$ cat src/common/display_pkg.sv
`default_nettype none

package display_pkg;

    localparam int MAX_DIM = 7;                 // largest row or column count

    typedef logic [7:0] ascii_t;
    typedef logic signed [7:0] elem_t;
    typedef logic [$clog2(MAX_DIM + 1)-1:0] dim_t;
    typedef logic [3:0] matrix_id_t;
    typedef logic [$clog2(MAX_DIM * MAX_DIM + 1)-1:0] elem_count_t;
    typedef logic [4:0] title_idx_t;

    typedef enum logic [1:0] {
        MODE_MATRIX = 2'd0,
        MODE_LIST   = 2'd1,                     // not supported, start is ignored
        MODE_RESULT = 2'd2
    } display_mode_e;

    typedef struct packed {
        matrix_id_t id;
        dim_t       m;                          // rows
        dim_t       n;                          // columns
    } matrix_info_t;

    // one element as characters, flags tell which leading chars exist
    typedef struct packed {
        logic   negative;
        logic   has_hundreds;
        logic   has_tens;
        ascii_t hundreds;
        ascii_t tens;
        ascii_t ones;
    } digits_t;

    localparam ascii_t CH_SPACE   = 8'h20;
    localparam ascii_t CH_NEWLINE = 8'h0a;
    localparam ascii_t CH_MINUS   = 8'h2d;
    localparam ascii_t CH_ZERO    = 8'h30;
    localparam ascii_t CH_X       = 8'h78;      // lower case x between m and n
    localparam ascii_t CH_LPAREN  = 8'h28;
    localparam ascii_t CH_RPAREN  = 8'h29;
    localparam ascii_t CH_COLON   = 8'h3a;

    // leading word of each title, first character in the top byte
    localparam logic [47:0] WORD_MATRIX = "Matrix";
    localparam logic [47:0] WORD_RESULT = "Result";

    localparam int TITLE_MATRIX_LEN = 16;       // "Matrix I (MxN):\n"
    localparam int TITLE_RESULT_LEN = 14;       // "Result (MxN):\n"

endpackage

`default_nettype wire

$ cat src/hw/title_builder.sv
`default_nettype none
`timescale 1ns/1ps

module title_builder import display_pkg::*; (
    input  wire logic          clk,
    input  wire logic          rst_n,
    input  wire logic          latch,
    input  wire display_mode_e mode,
    input  wire matrix_info_t  info_in,
    input  wire title_idx_t    idx,
    output matrix_info_t       info,
    output ascii_t             title_char,
    output logic               title_end
);

    display_mode_e mode_q;
    logic          is_matrix;
    logic [2:0]    tail_idx;
    logic [47:0]   word_sel;
    ascii_t        tail_char;
    title_idx_t    title_len;

    always_ff @(posedge clk or negedge rst_n) begin
        if (!rst_n) begin
            mode_q <= MODE_MATRIX;
            info   <= '0;
        end else if (latch) begin
            mode_q <= mode;
            info   <= info_in;
        end
    end

    assign is_matrix = (mode_q == MODE_MATRIX);
    assign word_sel  = is_matrix ? WORD_MATRIX : WORD_RESULT;

    assign title_len = is_matrix ? title_idx_t'(TITLE_MATRIX_LEN)
                                 : title_idx_t'(TITLE_RESULT_LEN);
    assign title_end = (idx == title_len);

    // both titles end in " (MxN):\n", matrix has " I" in front of it
    assign tail_idx = is_matrix ? 3'(idx - 5'd8) : 3'(idx - 5'd6);

    always_comb begin
        case (tail_idx)
            3'd0:    tail_char = CH_SPACE;
            3'd1:    tail_char = CH_LPAREN;
            3'd2:    tail_char = CH_ZERO + ascii_t'(info.m);
            3'd3:    tail_char = CH_X;
            3'd4:    tail_char = CH_ZERO + ascii_t'(info.n);
            3'd5:    tail_char = CH_RPAREN;
            3'd6:    tail_char = CH_COLON;
            default: tail_char = CH_NEWLINE;
        endcase
    end

    always_comb begin
        if (idx < 5'd6) begin
            title_char = word_sel[47 - 8 * idx -: 8];   // leading word
        end else if (is_matrix && idx == 5'd6) begin
            title_char = CH_SPACE;
        end else if (is_matrix && idx == 5'd7) begin
            // ids above 9 leave the digit range
            title_char = CH_ZERO + ascii_t'(info.id);
        end else begin
            title_char = tail_char;
        end
    end

endmodule

`default_nettype wire

$ cat src/hw/element_counter.sv
`default_nettype none
`timescale 1ns/1ps

module element_counter import display_pkg::*; (
    input  wire logic clk,
    input  wire logic rst_n,
    input  wire logic clear,
    input  wire logic step,
    input  wire dim_t m,
    input  wire dim_t n,
    output logic      row_end,
    output logic      last,
    output logic      empty
);

    dim_t        col;
    elem_count_t count;                     // elements already printed
    elem_count_t total;

    assign total = elem_count_t'(m) * elem_count_t'(n);
    assign empty = (total == '0);

    // n - 1 wraps for n == 0, but then empty already holds
    assign row_end = (col == n - 3'd1);
    assign last    = (count == total - 6'd1);

    always_ff @(posedge clk or negedge rst_n) begin
        if (!rst_n) begin
            col   <= '0;
            count <= '0;
        end else if (clear) begin
            col   <= '0;
            count <= '0;
        end else if (step) begin
            count <= count + 6'd1;
            col   <= row_end ? '0 : col + 3'd1;   // wrap at row end
        end
    end

endmodule

`default_nettype wire

$ cat src/hw/signed_decimal_ascii.sv
`default_nettype none
`timescale 1ns/1ps

module signed_decimal_ascii import display_pkg::*; (
    input  wire logic  clk,
    input  wire logic  rst_n,
    input  wire logic  load,
    input  wire elem_t elem_in,
    output digits_t    digits
);

    elem_t      elem_q;
    logic [7:0] mag;                        // 0..128
    logic [7:0] hund_val;
    logic [7:0] tens_val;
    logic [7:0] ones_val;

    always_ff @(posedge clk or negedge rst_n) begin
        if (!rst_n) begin
            elem_q <= '0;
        end else if (load) begin
            elem_q <= elem_in;
        end
    end

    // two's complement negate, -128 gives 8'h80
    assign mag = elem_q[7] ? (~elem_q + 8'd1) : elem_q;

    assign hund_val = mag / 8'd100;
    assign tens_val = (mag / 8'd10) % 8'd10;
    assign ones_val = mag % 8'd10;

    always_comb begin
        digits.negative     = elem_q[7];
        digits.has_hundreds = (mag >= 8'd100);
        digits.has_tens     = (mag >= 8'd10);   // also set for 100..128
        digits.hundreds     = CH_ZERO + hund_val;
        digits.tens         = CH_ZERO + tens_val;
        digits.ones         = CH_ZERO + ones_val;
    end

endmodule

`default_nettype wire

$ cat src/hw/format_fsm.sv
`default_nettype none
`timescale 1ns/1ps

module format_fsm import display_pkg::*; (
    input  wire logic          clk,
    input  wire logic          rst_n,
    input  wire logic          start_format,
    input  wire display_mode_e display_mode,
    input  wire logic          matrix_data_valid,
    input  wire logic          tx_busy,
    input  wire ascii_t        title_char,
    input  wire logic          title_end,
    input  wire digits_t       digits,
    input  wire logic          row_end,
    input  wire logic          last,
    input  wire logic          empty,
    output title_idx_t         title_idx,
    output logic               latch_info,
    output logic               load_elem,
    output logic               count_step,
    output logic               count_clear,
    output ascii_t             tx_data,
    output logic               tx_valid,
    output logic               data_req,
    output logic               format_done
);

    typedef enum logic [3:0] {
        ST_IDLE,
        ST_TITLE,
        ST_FETCH,                           // waiting for matrix_data_valid
        ST_SIGN,
        ST_HUNDREDS,
        ST_TENS,
        ST_ONES,
        ST_SEP,                             // space or row newline
        ST_FINAL_NL,
        ST_DONE
    } state_e;

    state_e state;
    state_e state_nxt;
    logic   start_ok;
    logic   can_send;
    logic   send;                           // character leaves this cycle
    logic   req_nxt;
    ascii_t char_sel;

    assign start_ok = (state == ST_IDLE) && start_format &&
                      (display_mode == MODE_MATRIX || display_mode == MODE_RESULT);

    // tx_valid high means a char went out last cycle, the sink
    // gets this cycle to raise tx_busy
    assign can_send = !tx_busy && !tx_valid;

    assign latch_info  = start_ok;
    assign count_clear = start_ok;
    assign load_elem   = (state == ST_FETCH) && matrix_data_valid;
    assign count_step  = (state == ST_SEP) && can_send;

    always_comb begin
        state_nxt = state;
        send      = 1'b0;
        req_nxt   = 1'b0;
        char_sel  = CH_NEWLINE;
        case (state)
            ST_IDLE: begin
                if (start_ok) state_nxt = ST_TITLE;
            end
            ST_TITLE: begin
                char_sel = title_char;
                if (title_end) begin
                    if (empty) begin
                        state_nxt = ST_FINAL_NL;    // no elements, just close
                    end else begin
                        req_nxt   = 1'b1;
                        state_nxt = ST_FETCH;
                    end
                end else if (can_send) begin
                    send = 1'b1;
                end
            end
            ST_FETCH: begin
                if (matrix_data_valid) state_nxt = ST_SIGN;
            end
            ST_SIGN: begin
                char_sel = CH_MINUS;
                if (!digits.negative) begin
                    state_nxt = ST_HUNDREDS;
                end else if (can_send) begin
                    send      = 1'b1;
                    state_nxt = ST_HUNDREDS;
                end
            end
            ST_HUNDREDS: begin
                char_sel = digits.hundreds;
                if (!digits.has_hundreds) begin
                    state_nxt = ST_TENS;
                end else if (can_send) begin
                    send      = 1'b1;
                    state_nxt = ST_TENS;
                end
            end
            ST_TENS: begin
                char_sel = digits.tens;
                if (!digits.has_tens) begin
                    state_nxt = ST_ONES;
                end else if (can_send) begin
                    send      = 1'b1;
                    state_nxt = ST_ONES;
                end
            end
            ST_ONES: begin
                char_sel = digits.ones;     // always printed
                if (can_send) begin
                    send      = 1'b1;
                    state_nxt = ST_SEP;
                end
            end
            ST_SEP: begin
                char_sel = row_end ? CH_NEWLINE : CH_SPACE;
                if (can_send) begin
                    send = 1'b1;
                    if (last) begin
                        state_nxt = ST_FINAL_NL;
                    end else begin
                        req_nxt   = 1'b1;
                        state_nxt = ST_FETCH;
                    end
                end
            end
            ST_FINAL_NL: begin
                if (can_send) begin
                    send      = 1'b1;
                    state_nxt = ST_DONE;
                end
            end
            ST_DONE: begin
                state_nxt = ST_IDLE;
            end
            default: begin
                state_nxt = ST_IDLE;
            end
        endcase
    end

    always_ff @(posedge clk or negedge rst_n) begin
        if (!rst_n) begin
            state       <= ST_IDLE;
            title_idx   <= '0;
            tx_valid    <= 1'b0;
            data_req    <= 1'b0;
            format_done <= 1'b0;
        end else begin
            state       <= state_nxt;
            tx_valid    <= send;
            data_req    <= req_nxt;
            format_done <= (state == ST_DONE);  // one cycle after last tx_valid
            if (start_ok) begin
                title_idx <= '0;
            end else if (send && state == ST_TITLE) begin
                title_idx <= title_idx + 5'd1;
            end
        end
    end

    always_ff @(posedge clk) begin
        if (send) tx_data <= char_sel;
    end

endmodule

`default_nettype wire

$ cat src/hw/display_formatter.sv
`default_nettype none
`timescale 1ns/1ps

module display_formatter import display_pkg::*; (
    input  wire logic          clk,
    input  wire logic          rst_n,
    input  wire logic          start_format,
    input  wire display_mode_e display_mode,
    input  wire matrix_info_t  info,
    input  wire elem_t         matrix_data,
    input  wire logic          matrix_data_valid,
    input  wire logic          tx_busy,
    output ascii_t             tx_data,
    output logic               tx_valid,
    output logic               data_req,
    output logic               format_done
);

    // fsm to title builder
    title_idx_t   title_idx;
    ascii_t       title_char;
    logic         title_end;
    logic         latch_info;

    // fsm to element counter
    logic         count_step;
    logic         count_clear;
    logic         row_end;
    logic         last;
    logic         empty;

    logic         load_elem;
    digits_t      digits;
    matrix_info_t info_q;                   // info held for the whole run

    format_fsm i_format_fsm (
        .clk               (clk),
        .rst_n             (rst_n),
        .start_format      (start_format),
        .display_mode      (display_mode),
        .matrix_data_valid (matrix_data_valid),
        .tx_busy           (tx_busy),
        .title_char        (title_char),
        .title_end         (title_end),
        .digits            (digits),
        .row_end           (row_end),
        .last              (last),
        .empty             (empty),
        .title_idx         (title_idx),
        .latch_info        (latch_info),
        .load_elem         (load_elem),
        .count_step        (count_step),
        .count_clear       (count_clear),
        .tx_data           (tx_data),
        .tx_valid          (tx_valid),
        .data_req          (data_req),
        .format_done       (format_done)
    );

    title_builder i_title_builder (
        .clk        (clk),
        .rst_n      (rst_n),
        .latch      (latch_info),
        .mode       (display_mode),
        .info_in    (info),
        .idx        (title_idx),
        .info       (info_q),
        .title_char (title_char),
        .title_end  (title_end)
    );

    element_counter i_element_counter (
        .clk     (clk),
        .rst_n   (rst_n),
        .clear   (count_clear),
        .step    (count_step),
        .m       (info_q.m),
        .n       (info_q.n),
        .row_end (row_end),
        .last    (last),
        .empty   (empty)
    );

    signed_decimal_ascii i_signed_decimal_ascii (
        .clk     (clk),
        .rst_n   (rst_n),
        .load    (load_elem),
        .elem_in (matrix_data),
        .digits  (digits)
    );

endmodule

`default_nettype wire

$ cat config.mk
export PLATFORM = sky130hd
export DESIGN_NAME = display_formatter
export DESIGN_NICKNAME = d
export VERILOG_FILES = /design/src/common/display_pkg.sv /design/src/hw/title_builder.sv /design/src/hw/element_counter.sv /design/src/hw/signed_decimal_ascii.sv /design/src/hw/format_fsm.sv /design/src/hw/display_formatter.sv
export SDC_FILE = /design/constraint.sdc
export NUM_CORES = 1
export LEC_CHECK = 0
export BUFFER_PORTS_ARGS = -buffer_cell sky130_fd_sc_hd__buf_2
export CORE_UTILIZATION = 25
export CTS_CLUSTER_DIAMETER = 120
export DETAILED_ROUTE_END_ITERATION = 8
export PLACE_DENSITY = 0.46
export SETUP_SLACK_MARGIN = 0.1
export SKIP_LAST_GASP = 1
export SYNTH_ARGS = -nofsm -noshare
export SYNTH_HDL_FRONTEND = slang
export SYNTH_HIERARCHICAL = 1
export SYNTH_SLANG_ARGS = --single-unit
export TNS_END_PERCENT = 1
$ cat constraint.sdc
create_clock -name clk -period 9.2 [get_ports clk]
set_input_delay 1.84 -clock clk [delete_from_list [all_inputs] [get_ports clk]]
set_output_delay 1.84 -clock clk [all_outputs]
set_load 0.02 [all_outputs]
Word-level counts from Yosys, hierarchy flattened
Cells that the tools add are included.

cells by class
  equal/unequal tests = 30
  shifts and indexed selects = 1
  muxes and demuxes = 43
  divide/modulo/power cells = 4
  bitwise operators = 1
  reduce and logical (&&, ||, !) cells = 20
  magnitude comparators = 3
  multipliers = 1
  add/subtract/negate cells = 15

operators by type and width
  cell                 count
  $mux 4               14
  $pmux 8 s7           1
  $shiftx 55x33->8     1
  $pmux 8 s6           1
  $mux 45              1
  $pmux 4 s9           1
  $mux 8               4
  $add 6x8->8 const A  3
  $mux 6               3
  $eq 4x3->1 const B   4
  $mod 8x4->8 const B  2
  $mux 5               3
  $add 6x3->7 const A  2
  $mux 3               4
  $eq 5x3->1 const B   2
  $eq 3x3->1 const B   3
  $mux 1               9
  $ne 3x3->1 const B   3
  $reduce_and 9->1     1
  $sub 6x8->9 const A  1
  $add 8x1->8 const B  1
  $div 8x4->8 const B  1
  $div 8x7->8 const B  1
  $eq 4x2->1 const B   2
  33 further kinds     50

storage, ports and cells
  output and inout bits = 11
  input bits = 25
  register bits = 49

Logic depth before layout (Yosys ltp)
  word-level depth = 9
  mapped depth = 18
  depth with buffers taken out = 17

Modules after synthesis
The synthesis kept the hierarchy.

by module, submodules not included
  module                seq. area each (um2)  area an instance (um2)  instances  cells an instance
  format_fsm            540.5                 1388.8                  1          144
  signed_decimal_ascii  200.2                 1251.2                  1          164
  title_builder         300.3                 985.9                   1          111
  element_counter       225.2                 835.8                   1          87

Worst setup path before layout
OpenSTA, ideal clock, no wires.

  path type = reg2reg
  from = reg i_signed_decimal_ascii.elem_q[0]
  to = reg i_format_fsm.tx_data[6] (data pin)
  period minus slack after synthesis = 3329 ps
  arrival = 3067 ps
  setup time = 262 ps
  setup slack = 5871 ps
  cell stages (with the launch flop) = 19
  path buffers = 1
  path through = dfrtp_1 inv_1 ha_1 buf_2 o21bai_1 a21oi_2 o21ai_0 a211o_1 a21oi_1 ha_1 nor2_1 a21oi_1 nor2_1 a21oi_1 nand2_1 ha_1 xor2_1 mux2i_1 o22ai_1

RTL lines
  element                 line                        text
  from (decl)             signed_decimal_ascii.sv:12  elem_t elem_q;
  from (signal assigned)  signed_decimal_ascii.sv:22  elem_q <= elem_in;
  to (signal assigned)    format_fsm.sv:168           if (send) tx_data <= char_sel;
  to (decl)               format_fsm.sv:22            output ascii_t tx_data,

==> impl_metrics.csv <==
group,metric,value,unit
clocking,cts_buffer_depth,2,
setup_path,path_buf_inv,1,
synth,synth-compound-area-share,21.6,%
setup_path,crit_arrival,4.05,ns
synth,yosys.area_share.simple,22.4,%
setup_path,critPathTopFamily,"compound AO/OA/AOI/OAI gates",
global_route,antenna_found_initial,0,
route,drt_iter0_drc,209,
final_layout,area_growth,9.59,%
synth,synth_area_leaders,"dfrtp_1, edfxtp_1, ha_1, mux2_2, nor2_1",
timing,fmax,250,MHz
route,wl_met1,5490,microns
floorplanning,dieArea,0.0184,sq mm
timing,report.final.slew_viol_count,0,
hold_path,hold_class,"reg -> reg",
route,wl,11500,microns
final_layout,fin_nets,566,
synth,synth_top_family_by_area,"simple AND/OR/NAND/NOR gates",
route,wl_per_cell,15.5,microns
floorplanning,die_w,136,microns
timing,setup_viol,0,
route,vias,3821,
floorplanning,ios,36,
clocking,cts_hold_buffers,0,
synth,synthMuxAreaShare,7.71,%
final_layout,instances_no_fill,746,
setup_path,cp_slowest_cell,"dfrtp_1",
clocking,clock-sinks,49,
synth,yosysTopAreaCell,"dfrtp_1",
timing,period_minus_slack,4.00,ns
placed_design,hpwl,8700,microns
global_route,grt_pass1_vias,3754,
flow_run,drv_cap,0,
synth,avgSynthCellArea,8.82,sq um
placed_design,dp_cells,738,
setup_path,crit_path_end_kind,"flop",
route,met2_wirelength,5430,microns
timing,period_share,43.4,%
setup_path,worstPathRequired,9.25,ns
placed_design,port_buffers,35,
timing,slew_headroom,30.5,%
setup_path,cp_max_fo,13,
synth,yosys_warnings,6,
setup_path,worst_setup_path_start_kind,"flop",
clocking,clk_pin_slew,0.07,ns
route,highest_layer,"met4",
synth,synth_edf_count,8,
floorplanning,rows,48,
timing,finalHoldViolCount,0,
clocking,ctsRootBufferMaster,"clkbuf_16",
outcome,status,"complete, no violations",
final_layout,fill_cells,1822,
route,drcViolationCount,0,
timing,tightestPinTransition,1.04,ns
global_route,grt_pass1_wl,19200,microns
synth,synth-seq-area-share,28.4,%
clocking,ctsResizeCount,0,
global_route,grt_max_degree,42,
clocking,cts_tree,"built",
final_layout,final-seq-area,0.00127,sq mm
route,wl_met3,424,microns
floorplanning,core_area,0.0174,sq mm
synth,synth.cell_area,0.00446,sq mm
timing,fin_skew,0.00633,ns
synth,async_reset_ff_share,83.7,%
synth,synth_cells,506,
final_layout,drive_gt1_share,17.3,%
clocking,cts_setup_buffers,0,
placed_design,gp_congestion,0.827,
floorplanning,fp.dieH,136,microns
setup_path,cp_slowest_stage_delay,0.42,ns
setup_path,crit_type,"reg -> reg",
route,drtAntennaViolNets,0,
synth,synth_top_cell_area_share,23.0,%
final_layout,multi_input_area,0.00292,sq mm
timing,rsz0062_at_grt,"false",
synth,yosys.area_share.adder,6.70,%
floorplanning,initial_utilization,25.7,%
route,detail_route.first_pass.iterations,5,
final_layout,fin_util,28.2,%
setup_path,crit_chain,"inv_1 > ha_1 > nor3b_1 > o211a_1 > o21ai_0 > a211o_1 > a21oi_1 > ha_1 > nor2_1 > a21oi_1 > nor2_1 > a21oi_1 > nand2_1 > ha_1 > xor2_1 > mux2i_1 > o22ai_1",
synth,synth_xor_area_share,6.11,%
timing,whs,0.514,ns
route,viasPerCell,5.12,
synth,ys_ff_latch,49,
synth,yosysUniqueCellTypes,85,
final_layout,n_antenna_cell,0,
global_route,overflow,0,
global_route,grtUsageTotal,13.3,%
clocking,clock_latency,0.30,ns
clocking,htreeDepth,2,
synth,ys.flop_type,"dfrtp_1",
timing,tns,0,ns
clocking,numCtsBuffers,5,
-- worst register-to-register path, cell delays in order, from the launching register on --
cell and delay (ns):
dfrtp_1 0.42, inv_1 0.09, ha_1 0.40, nor3b_1 0.34, o211a_1 0.29, o21ai_0 0.18, a211o_1 0.32, a21oi_1 0.27
ha_1 0.28, nor2_1 0.05, a21oi_1 0.15, nor2_1 0.10, a21oi_1 0.16, nand2_1 0.09, ha_1 0.19, xor2_1 0.16
mux2i_1 0.15, o22ai_1 0.10
-- final cells by class --
class                   count  share of cell area (%)
multi-input cells         404                    59.8
inverters                  23                    1.82
clock buffers               6                    2.64
clock inverters             2                   0.205
repair buffers             37                    3.89
well taps                 225                    5.76
flip-flops and latches     49                    25.9
-- metrics by stage --
step	worst slack, ns	area [sq um]
after detailed placement	5.28	4750
after global placement	5.40	4750
final	5.20	4890
after global routing	4.93	4890
after CTS	5.26	4890
after floorplan	5.87	4490
-- kinds of logic after synthesis --
family                   after synthesis
AO/OA/AOI/OAI                        131
flip-flops                            49
adder cells (fa/ha/maj)               23
other                                  3
AND/OR/NAND/NOR                      179
multiplexers                          32
XOR/XNOR                              28
buffers and inverters                 61
-- cell usage in the layout (no fill, tap or decap), types with 8 or more instances in the layout --
master	n
nor2_1	42
dfrtp_1	41
nand2_1	35
buf_2	35
o21ai_0	23
inv_1	22
a21oi_1	19
ha_1	19
mux2_2	19
xor2_1	14
mux2i_1	13
nand2b_1	13
xnor2_1	12
nor3_1	12
conb_1	11
and2_1	9
nand3_1	8
a32oi_1	8
edfxtp_1	8
-- synthesized netlist by cell type, types with 4 or more instances --
| master | number |
|---|---|
| nor2_1 | 42 |
| dfrtp_1 | 41 |
| nand2_1 | 35 |
| o21ai_0 | 23 |
| inv_1 | 22 |
| a21oi_1 | 19 |
| ha_1 | 19 |
| mux2_2 | 19 |
| xor2_1 | 14 |
| buf_4 | 13 |
| mux2i_1 | 13 |
| nand2b_1 | 13 |
| nor3_1 | 12 |
| xnor2_1 | 12 |
| clkbuf_1 | 11 |
| buf_2 | 10 |
| and2_1 | 9 |
| a32oi_1 | 8 |
| edfxtp_1 | 8 |
| nand3_1 | 8 |
| nand4_1 | 7 |
| nor2b_1 | 7 |
| o22ai_1 | 7 |
| a21o_1 | 6 |
| a22oi_1 | 5 |
| a31oi_1 | 5 |
| nand3b_1 | 5 |
| nor3b_1 | 5 |
| nor4_1 | 5 |
| a211o_1 | 4 |
| a211oi_1 | 4 |
| o211ai_1 | 4 |
| o21ai_1 | 4 |
| o221ai_1 | 4 |
-- final timing paths --
check | startpoint | to | slack [ns] | cells after the start
min in group asynchronous | rst_n | i_format_fsm/format_done | 1.70 | 1
setup reg to reg | i_signed_decimal_ascii/elem_q[0] | i_format_fsm/tx_data[6] | 5.20 | 17
hold reg to reg | i_title_builder/info[7] | i_title_builder/info[7] | 0.51 | 1
max in group asynchronous | rst_n | i_signed_decimal_ascii/elem_q[4] | 6.88 | 1
hold / removal | i_title_builder/info[7] | i_title_builder/info[7] | 0.51 | 1
setup / recovery | i_signed_decimal_ascii/elem_q[0] | i_format_fsm/tx_data[6] | 5.20 | 17
-- metal layers --
metal,up-vias,track usage (%)
li1,1867,-
met1,1856,17.7
met2,84,21.5
met3,14,2.17
met4,0,4.87
met5,-,0
-- state kept, by name, indices dropped and copies added (netlist names) --
| register | flops |
|---|---|
| i_title_builder/info | 10 |
| i_format_fsm/tx_data | 8 |
| i_signed_decimal_ascii/elem_q | 8 |
| i_element_counter/count | 6 |
| i_format_fsm/title_idx | 5 |
| i_format_fsm/state | 4 |
| i_element_counter/col | 3 |
| i_title_builder/mode_q | 2 |
| i_format_fsm/data_req | 1 |
| i_format_fsm/format_done | 1 |
| i_format_fsm/tx_valid | 1 |
Power is not shown: default switching activity piles up to over one toggle a cycle in this logic, so the estimate is an artifact.
